[src/verilog/mips_decode_pkg.sv]
package mips_decode_pkg;

	typedef logic [31:0] word_t;
	typedef logic [4:0]  reg_addr_t;
	typedef logic [5:0]  opcode_t;
	typedef logic [5:0]  funct_t;
	typedef logic [2:0]  alu_op_t;
	typedef logic [3:0]  alu_code_t;

	//////////////////////////////
	// ALU operation class, from main decoder to ALU controller
	localparam alu_op_t ALUOP_RTYPE = 3'd0;   // Look at funct
	localparam alu_op_t ALUOP_ADD   = 3'd1;
	localparam alu_op_t ALUOP_AND   = 3'd2;
	localparam alu_op_t ALUOP_OR    = 3'd3;
	localparam alu_op_t ALUOP_XOR   = 3'd4;
	localparam alu_op_t ALUOP_SLT   = 3'd5;
	localparam alu_op_t ALUOP_SUB   = 3'd6;   // Branch compare
	localparam alu_op_t ALUOP_LUI   = 3'd7;

	// ALU operation codes seen by execute
	localparam alu_code_t ALU_ADD  = 4'd0;   // Also the idle code
	localparam alu_code_t ALU_ADDU = 4'd1;
	localparam alu_code_t ALU_SUB  = 4'd2;
	localparam alu_code_t ALU_SUBU = 4'd3;
	localparam alu_code_t ALU_AND  = 4'd4;
	localparam alu_code_t ALU_OR   = 4'd5;
	localparam alu_code_t ALU_XOR  = 4'd6;
	localparam alu_code_t ALU_NOR  = 4'd7;
	localparam alu_code_t ALU_SLT  = 4'd8;
	localparam alu_code_t ALU_SLTU = 4'd9;
	localparam alu_code_t ALU_SLL  = 4'd10;
	localparam alu_code_t ALU_SRL  = 4'd11;
	localparam alu_code_t ALU_SRA  = 4'd12;
	localparam alu_code_t ALU_SLLV = 4'd13;
	localparam alu_code_t ALU_SRLV = 4'd14;
	localparam alu_code_t ALU_LUI  = 4'd15;

	//////////////////////////////
	// Opcodes
	localparam opcode_t OP_RTYPE = 6'b000000;
	localparam opcode_t OP_J     = 6'b000010;
	localparam opcode_t OP_JAL   = 6'b000011;
	localparam opcode_t OP_BEQ   = 6'b000100;
	localparam opcode_t OP_BNE   = 6'b000101;
	localparam opcode_t OP_ADDI  = 6'b001000;
	localparam opcode_t OP_SLTI  = 6'b001010;
	localparam opcode_t OP_ANDI  = 6'b001100;
	localparam opcode_t OP_ORI   = 6'b001101;
	localparam opcode_t OP_XORI  = 6'b001110;
	localparam opcode_t OP_LUI   = 6'b001111;
	localparam opcode_t OP_LB    = 6'b100000;
	localparam opcode_t OP_LH    = 6'b100001;
	localparam opcode_t OP_LW    = 6'b100011;
	localparam opcode_t OP_LBU   = 6'b100100;
	localparam opcode_t OP_LHU   = 6'b100101;
	localparam opcode_t OP_SB    = 6'b101000;
	localparam opcode_t OP_SH    = 6'b101001;
	localparam opcode_t OP_SW    = 6'b101011;

	// R-type funct values
	localparam funct_t FN_SLL  = 6'b000000;
	localparam funct_t FN_SRL  = 6'b000010;
	localparam funct_t FN_SRA  = 6'b000011;
	localparam funct_t FN_SLLV = 6'b000100;
	localparam funct_t FN_SRLV = 6'b000110;
	localparam funct_t FN_JR   = 6'b001000;
	localparam funct_t FN_JALR = 6'b001001;
	localparam funct_t FN_ADD  = 6'b100000;
	localparam funct_t FN_ADDU = 6'b100001;
	localparam funct_t FN_SUB  = 6'b100010;
	localparam funct_t FN_SUBU = 6'b100011;
	localparam funct_t FN_AND  = 6'b100100;
	localparam funct_t FN_OR   = 6'b100101;
	localparam funct_t FN_XOR  = 6'b100110;
	localparam funct_t FN_NOR  = 6'b100111;
	localparam funct_t FN_SLT  = 6'b101010;
	localparam funct_t FN_SLTU = 6'b101011;

	//////////////////////////////
	// Control groups, bit order matches the execute/memory/write-back buses
	typedef struct packed {
		logic      reg_dst;
		logic      alu_src_shamt;
		logic      alu_src_imm;
		logic      jump;
		logic      jump_reg;
		alu_code_t alu_code;
	} ex_ctrl_t;

	typedef struct packed {
		logic store_byte;
		logic store_half;
		logic load_byte;
		logic load_half;
		logic load_unsigned;
		logic branch;
		logic mem_read;
		logic mem_write;
	} mem_ctrl_t;

	typedef struct packed {
		logic reg_write;
		logic mem_to_reg;
	} wb_ctrl_t;

	typedef struct packed {
		ex_ctrl_t  ex;
		mem_ctrl_t mem;
		wb_ctrl_t  wb;
	} ctrl_t;

	typedef struct packed {
		ctrl_t     ctrl;
		word_t     pc_plus4;
		word_t     rs_data;
		word_t     rt_data;
		word_t     imm;
		reg_addr_t rs;
		reg_addr_t rt;
		reg_addr_t rd;
		logic [4:0] shamt;
	} id_ex_t;

endpackage

[src/verilog/alu_control.sv]
`timescale 1ns/1ps

module alu_control (
	input  mips_decode_pkg::alu_op_t   alu_op,
	input  mips_decode_pkg::funct_t    funct,
	output mips_decode_pkg::alu_code_t alu_code
);
	import mips_decode_pkg::*;

	always_comb
	begin
		alu_code = ALU_ADD;
		case (alu_op)
			ALUOP_RTYPE:
			begin
				case (funct)
					FN_ADD:  alu_code = ALU_ADD;
					FN_ADDU: alu_code = ALU_ADDU;
					FN_SUB:  alu_code = ALU_SUB;
					FN_SUBU: alu_code = ALU_SUBU;
					FN_AND:  alu_code = ALU_AND;
					FN_OR:   alu_code = ALU_OR;
					FN_XOR:  alu_code = ALU_XOR;
					FN_NOR:  alu_code = ALU_NOR;
					FN_SLT:  alu_code = ALU_SLT;
					FN_SLTU: alu_code = ALU_SLTU;
					FN_SLL:  alu_code = ALU_SLL;
					FN_SRL:  alu_code = ALU_SRL;
					FN_SRA:  alu_code = ALU_SRA;
					FN_SLLV: alu_code = ALU_SLLV;
					FN_SRLV: alu_code = ALU_SRLV;
					FN_JR, FN_JALR: alu_code = ALU_ADD;   // Link address add
					default: alu_code = ALU_ADD;
				endcase
			end
			ALUOP_ADD: alu_code = ALU_ADD;
			ALUOP_AND: alu_code = ALU_AND;
			ALUOP_OR:  alu_code = ALU_OR;
			ALUOP_XOR: alu_code = ALU_XOR;
			ALUOP_SLT: alu_code = ALU_SLT;
			ALUOP_SUB: alu_code = ALU_SUB;
			ALUOP_LUI: alu_code = ALU_LUI;
			default:   alu_code = ALU_ADD;
		endcase
	end

endmodule

[src/verilog/control_unit.sv]
`timescale 1ns/1ps

module control_unit (
	input  mips_decode_pkg::word_t instr,
	output mips_decode_pkg::ctrl_t ctrl,
	output mips_decode_pkg::word_t imm
);
	import mips_decode_pkg::*;

	opcode_t   opcode;
	funct_t    funct;
	alu_op_t   alu_op;
	alu_code_t alu_code;
	ctrl_t     dec;        // Main decode, ALU code merged in later
	logic      zero_ext;

	assign opcode = instr[31:26];
	assign funct  = instr[5:0];

	alu_control u_alu_control (
		.alu_op   (alu_op),
		.funct    (funct),
		.alu_code (alu_code)
	);

	//////////////////////////////
	// Main decoder
	always_comb
	begin
		dec      = '0;
		alu_op   = ALUOP_ADD;   // Gives ALU_ADD, so unknown opcodes stay all zero
		zero_ext = 1'b0;
		case (opcode)
			OP_RTYPE:
			begin
				alu_op = ALUOP_RTYPE;
				dec.wb.reg_write = 1'b1;
				case (funct)
					FN_SLL, FN_SRL, FN_SRA:
					begin
						dec.ex.reg_dst       = 1'b1;
						dec.ex.alu_src_shamt = 1'b1;
					end
					FN_JR, FN_JALR:
						dec.ex.jump_reg = 1'b1;   // Register jumps
					default:
						dec.ex.reg_dst = 1'b1;
				endcase
			end

			// Loads
			OP_LB, OP_LH, OP_LW, OP_LBU, OP_LHU:
			begin
				dec.ex.alu_src_imm    = 1'b1;
				dec.mem.mem_read      = 1'b1;
				dec.wb.reg_write      = 1'b1;
				dec.wb.mem_to_reg     = 1'b1;
				dec.mem.load_byte     = (opcode == OP_LB) || (opcode == OP_LBU);
				dec.mem.load_half     = (opcode == OP_LH) || (opcode == OP_LHU);
				dec.mem.load_unsigned = (opcode == OP_LBU) || (opcode == OP_LHU);
			end

			// Stores
			OP_SB, OP_SH, OP_SW:
			begin
				dec.ex.alu_src_imm = 1'b1;
				dec.mem.mem_write  = 1'b1;
				dec.mem.store_byte = (opcode == OP_SB);
				dec.mem.store_half = (opcode == OP_SH);
			end

			OP_ADDI, OP_SLTI, OP_ANDI, OP_ORI, OP_XORI, OP_LUI:
			begin
				dec.ex.alu_src_imm = 1'b1;
				dec.wb.reg_write   = 1'b1;
				case (opcode)
					OP_SLTI: alu_op = ALUOP_SLT;
					OP_ANDI:
					begin
						alu_op   = ALUOP_AND;
						zero_ext = 1'b1;
					end
					OP_ORI:
					begin
						alu_op   = ALUOP_OR;
						zero_ext = 1'b1;
					end
					OP_XORI:
					begin
						alu_op   = ALUOP_XOR;
						zero_ext = 1'b1;
					end
					OP_LUI:  alu_op = ALUOP_LUI;
					default: alu_op = ALUOP_ADD;   // ADDI
				endcase
			end

			OP_BEQ, OP_BNE:
			begin
				dec.mem.branch = 1'b1;
				alu_op         = ALUOP_SUB;   // Compare by subtraction
			end
			OP_J:
				dec.ex.jump = 1'b1;
			OP_JAL:
			begin
				dec.ex.jump      = 1'b1;
				dec.wb.reg_write = 1'b1;   // Link register
			end
			default:
				dec = '0;
		endcase
	end

	always_comb
	begin
		ctrl             = dec;
		ctrl.ex.alu_code = alu_code;
	end

	assign imm = zero_ext ? {16'h0000, instr[15:0]} : {{16{instr[15]}}, instr[15:0]};

endmodule

[src/verilog/register_file.sv]
`timescale 1ns/1ps

module register_file (
	input  logic                      clk,
	input  logic                      reset,
	input  mips_decode_pkg::reg_addr_t rs_addr,
	input  mips_decode_pkg::reg_addr_t rt_addr,
	output mips_decode_pkg::word_t     rs_data,
	output mips_decode_pkg::word_t     rt_data,
	input  logic                      we,
	input  mips_decode_pkg::reg_addr_t wr_addr,
	input  mips_decode_pkg::word_t     wr_data
);
	import mips_decode_pkg::*;

	word_t regs [32];
	logic  wr_en;

	assign wr_en = we && (wr_addr != '0);   // r0 is read-only

	always_ff @(posedge clk)
	begin
		if (reset)
		begin
			for (int i = 0; i < 32; i++)
				regs[i] <= '0;
		end
		else if (wr_en)
			regs[wr_addr] <= wr_data;
	end

	// Read ports with write-back bypass
	always_comb
	begin
		if (rs_addr == '0)
			rs_data = '0;
		else if (wr_en && (wr_addr == rs_addr))
			rs_data = wr_data;
		else
			rs_data = regs[rs_addr];

		if (rt_addr == '0)
			rt_data = '0;
		else if (wr_en && (wr_addr == rt_addr))
			rt_data = wr_data;
		else
			rt_data = regs[rt_addr];
	end

endmodule

[src/verilog/id_ex_register.sv]
`timescale 1ns/1ps

module id_ex_register (
	input  logic                    clk,
	input  logic                    reset,
	input  logic                    stall,
	input  logic                    flush,
	input  mips_decode_pkg::id_ex_t d,
	output mips_decode_pkg::id_ex_t q
);

	//////////////////////////////
	// Reset beats flush, flush beats stall
	always_ff @(posedge clk)
	begin
		if (reset)
			q <= '0;
		else if (flush)
		begin
			// Bubble, only the control bundle has to be cleared
			q      <= d;
			q.ctrl <= '0;
		end
		else if (!stall)
			q <= d;
	end

endmodule

[src/verilog/decode_stage.sv]
`timescale 1ns/1ps

module decode_stage (
	input  logic                      clk,
	input  logic                      reset,
	input  mips_decode_pkg::word_t     instr,
	input  mips_decode_pkg::word_t     pc_plus4,
	input  logic                      stall,
	input  logic                      flush,
	input  logic                      wb_we,
	input  mips_decode_pkg::reg_addr_t wb_addr,
	input  mips_decode_pkg::word_t     wb_data,
	output mips_decode_pkg::id_ex_t    id_ex
);
	import mips_decode_pkg::*;

	ctrl_t     ctrl;
	word_t     imm;
	word_t     rs_data;
	word_t     rt_data;
	reg_addr_t rs;
	reg_addr_t rt;
	id_ex_t    id_ex_d;

	// Register fields of the instruction word
	assign rs = instr[25:21];
	assign rt = instr[20:16];

	control_unit u_control_unit (
		.instr (instr),
		.ctrl  (ctrl),
		.imm   (imm)
	);

	register_file u_register_file (
		.clk     (clk),
		.reset   (reset),
		.rs_addr (rs),
		.rt_addr (rt),
		.rs_data (rs_data),
		.rt_data (rt_data),
		.we      (wb_we),
		.wr_addr (wb_addr),
		.wr_data (wb_data)
	);

	always_comb
	begin
		id_ex_d.ctrl     = ctrl;
		id_ex_d.pc_plus4 = pc_plus4;
		id_ex_d.rs_data  = rs_data;
		id_ex_d.rt_data  = rt_data;
		id_ex_d.imm      = imm;
		id_ex_d.rs       = rs;
		id_ex_d.rt       = rt;
		id_ex_d.rd       = instr[15:11];
		id_ex_d.shamt    = instr[10:6];   // Shift amount
	end

	id_ex_register u_id_ex_register (
		.clk   (clk),
		.reset (reset),
		.stall (stall),
		.flush (flush),
		.d     (id_ex_d),
		.q     (id_ex)
	);

endmodule

[config.mk]
export PLATFORM = sky130hd
export DESIGN_NAME = decode_stage
export DESIGN_NICKNAME = d
export VERILOG_FILES = /design/src/verilog/mips_decode_pkg.sv /design/src/verilog/alu_control.sv /design/src/verilog/control_unit.sv /design/src/verilog/register_file.sv /design/src/verilog/id_ex_register.sv /design/src/verilog/decode_stage.sv
export SDC_FILE = /design/constraint.sdc
export NUM_CORES = 2
export LEC_CHECK = 0
export BUFFER_PORTS_ARGS = -buffer_cell sky130_fd_sc_hd__clkbuf_2
export CAP_MARGIN = 20
export CORE_MARGIN = 10
export CORE_UTILIZATION = 35
export CTS_CLUSTER_DIAMETER = 200
export DETAILED_ROUTE_END_ITERATION = 12
export GPL_TIMING_DRIVEN = 0
export HOLD_SLACK_MARGIN = 0.15
export MAX_ROUTING_LAYER = met4
export PLACE_DENSITY = 0.55
export SYNTH_ARGS = -nofsm -noshare
export SYNTH_HDL_FRONTEND = slang
export SYNTH_HIERARCHICAL = 1
export SYNTH_SLANG_ARGS = --single-unit
[constraint.sdc]
create_clock -name clk -period 6.4 [get_ports clk]
set_input_delay 0.64 -clock clk [delete_from_list [all_inputs] [get_ports clk]]
set_output_delay 0.64 -clock clk [all_outputs]
set_load 0.01 [all_outputs]
==> summary.md <==
| Metric | Value |
|---|---|
| Cell internal pwr | `14.4 mW` |
| DIE HEIGHT | `447 um` |
| Peak VDD IR | `0.000277 V` |
| Area growth, synth to finish | `15.7%` |
| Max Clock Skew | `0.0265 ns` |
| Initial Util | `0.352` |
| Clock-pin transition on the worst setup and hold timing paths | `0.06 ns` |
| Hold path cells | `3` |
| Tot Pwr | `19.9 mW` |
| Yosys cell types | `81` |
| Sequential Power Share | `0.458` |
| Status | `completed` |
| Delay of the slowest critical-path stage | `0.78 ns` |
| Mean Syn Cell Area | `13.4 um^2` |
| Post-Place Worst Slack | `1.52 ns` |
| DP HPWL | `214000 um` |
| Die area | `200000 um^2` |
| Most Frequent Cell on Critical Path | `buf_2` |
| Hold Vio Cnt, Final | `0` |
| Most used DFF post-synth | `edfxtp_1` |
| CP Launch Type | `primary input` |
| GPL Wtd Cong | `1.02` |
| Clk sink count | `1191` |
| Register area share after synthesis | `0.535` |
| Share of total power in combinational logic | `0.146` |
| Die Wd | `447 um` |
| Final nets | `5390` |
| Antenna violations before repair | `38` |
| Fmax achieved | `225 MHz` |
| Crit. End Element | `register` |
| Synth Cell Area | `63800 um^2` |
| Post-synth ARST share | `0` |
| Crit-path slowest cell | `clkbuf_1` |
| Arrival @ worst endpoint | `5.07 ns` |
| Vias/cell | `6.06` |
| Top Ports | `273` |
| Design area | `73800 um^2` |
| RSZ-0062 raised after global routing | `no` |
| Worst EP required | `7.03 ns` |
| Pre-antenna DRT Iters | `6` |
| Core area | `181000 um^2` |
| FF+latch count, synth | `1191` |
| Power share of the clock group | `0.396` |
| Global route total overflow | `0` |
| Drt total wl | `293000 um` |
| Number of synthesized flops with an enable pin | `1024` |
| Kind of critical path | `primary input to register` |
| Worst hold path type | `primary input to register` |
| Vias | `47200` |
| 1st-iter DRT viols | `6961` |
| Minimum clock period | `4.43 ns` |
| Fin Hold WS | `0.216 ns` |
| Yosys synthesis warning count | `6` |
| Slew Limit Fails | `0` |
| Setup total negative slack | `0 ns` |
| Std cell rows | `156` |
| Root Buffer Master | `clkbuf_16` |
| Leak pwr | `26.4 nW` |
| ANT nets after route | `0` |
| Post-DP Area | `68700 um^2` |
| Clk buf depth | `3` |
| Final worst path period share | `0.693` |
| Net Sw Power | `5.50 mW` |
| Tot GR Track Use | `0.293` |
| Slew headroom | `0.123` |
| DRC viols | `0` |
| R2R depth | `7` |
| Final setup margin | `1.97 ns` |
| Worst Tran Pin Value | `1.32 ns` |
| Vias in the first global route | `45400` |
| Commonest non-fill, non-tap cell in the layout | `edfxtp_1` |
| CTS tree | `built` |
| Clk Latency, worst-skew pair | `0.80 ns` |
| Commonest non-fill, non-tap cells in the layout | `1024 x edfxtp_1, 963 x and2_1, 383 x clkbuf_1, 356 x mux4_2, 354 x mux2i_1` |
| First-pass GRT wire length | `390000 um` |
| PD cells | `270 nW/um^2` |
| Sw frac | `0.276` |
| WL/cell | `37.6 um` |
| CTS H-Tree Depth | `4` |
| MaxCap Viol Count | `0` |
| Number of port buffers | `267` |
| Critical Path Fanout Max | `10` |
| Share of layout cells above drive strength 1 | `0.210` |
| Crit path cell chain | `dlygate4sd3_1, clkbuf_2, buf_2, buf_2, buf_2, clkbuf_1, mux4_2, a21oi_1, nand2_1, a32o_1, nand2b_1, o21ai_0` |
| Final setup violation count | `0` |
| Mapped Cells | `4763` |
| Largest net degree at the start of global routing | `33` |
| TritonCTS buffer count | `136` |
-- state kept, by name, summed over array words and instances (netlist names) --
name and count:
u_register_file/regs 1024, u_id_ex_register/q 167
-- cell type report --
class | count | area [um^2]
fillers | 16900 | 107000
plain buffers | 540 | 2640
flip-flops and latches | 1191 | 34100
multi-input cells | 3053 | 27100
repair buffers | 352 | 2490
well taps | 2370 | 2970
clock inverters | 64 | 673
diodes | 24 | 60.1
clock buffers | 180 | 3680
inverters | 10 | 37.5
-- cell families after synthesis --
logic type	count (synthesis)	share of synthesized area
AO/OA/AOI/OAI	596	0.0643
AND/OR/NAND/NOR	1658	0.166
flip-flops	1191	0.535
buffers and inverters	550	0.0418
XOR/XNOR	11	0.00151
other	1	0.0000588
multiplexers	756	0.192
-- critical path: cells and delay by family --
family | cells | cell delay, ns
compound gates | 3 | 0.67
mux | 1 | 0.42
buf+inv | 6 | 2.79
simple gates | 2 | 0.50
-- final timing paths --
| check | start | to | slack [ns] |
|---|---|---|---|
| hold reg to reg | u_id_ex_register/q[72] | u_id_ex_register/q[72] | 0.50 |
| hold / removal | instr[24] | u_id_ex_register/q[18] | 0.22 |
| setup reg to reg | u_register_file/regs[23][15] | u_id_ex_register/q[67] | 3.78 |
| setup / recovery | instr[23] | u_id_ex_register/q[102] | 1.97 |
-- stage by stage --
stage           util  cells
2_1_floorplan      -   4794
3_3_place_gp   0.377   7431
3_5_place_dp   0.380   7462
4_1_cts        0.407   7751
5_1_grt        0.408   7781
6_report       0.408   7784
-- power groups by stage --
| stage | registers (mW) | clock network [mW] | logic, mW |
|---|---|---|---|
| 6_report | 9.12 | 7.89 | 2.91 |
| 5_1_grt | 9.16 | 8.27 | 2.94 |
| 4_1_cts | 9.12 | 7.99 | 2.80 |
| 3_5_place_dp | 9.28 | 0 | 2.77 |
| 3_3_place_gp | 9.26 | 0 | 2.73 |
| 2_1_floorplan | 9.21 | 0 | 1.44 |
-- synth_stat cells, drive strengths merged (38+ instances only) --
master / instances / area (um^2)
edfxtp: 1024 / 30700
nand2b: 158 / 996
nor3: 49 / 245
nand2: 137 / 514
buf: 183 / 1280
nor2: 87 / 329
o21ai: 180 / 905
o22ai: 38 / 238
and2: 964 / 6030
nand4bb: 148 / 1670
dfxtp: 167 / 3340
a21oi: 89 / 457
a22oi: 66 / 495
mux2i: 354 / 3540
a211oi: 46 / 345
mux4: 367 / 8300
clkbuf: 357 / 1340
-- routing by layer --
metal,vias up,part of all wire,track usage,routed length (um)
met5,-,0,-,0
met4,0,0.060,0.152,17500
met3,655,0.11,0.0806,33300
met2,3098,0.45,0.439,131000
met1,24300,0.38,0.360,111000
li1,19100,-,-,-
-- what timing repair did --
action	4_1_cts	5_1_grt
resized for setup	0	0
endpoints found under the setup margin	0	0
setup buffers	0	0
hold buffers	45	0
endpoints found under the hold margin	45	0
Note: power is estimated with default switching activity, not from simulation.
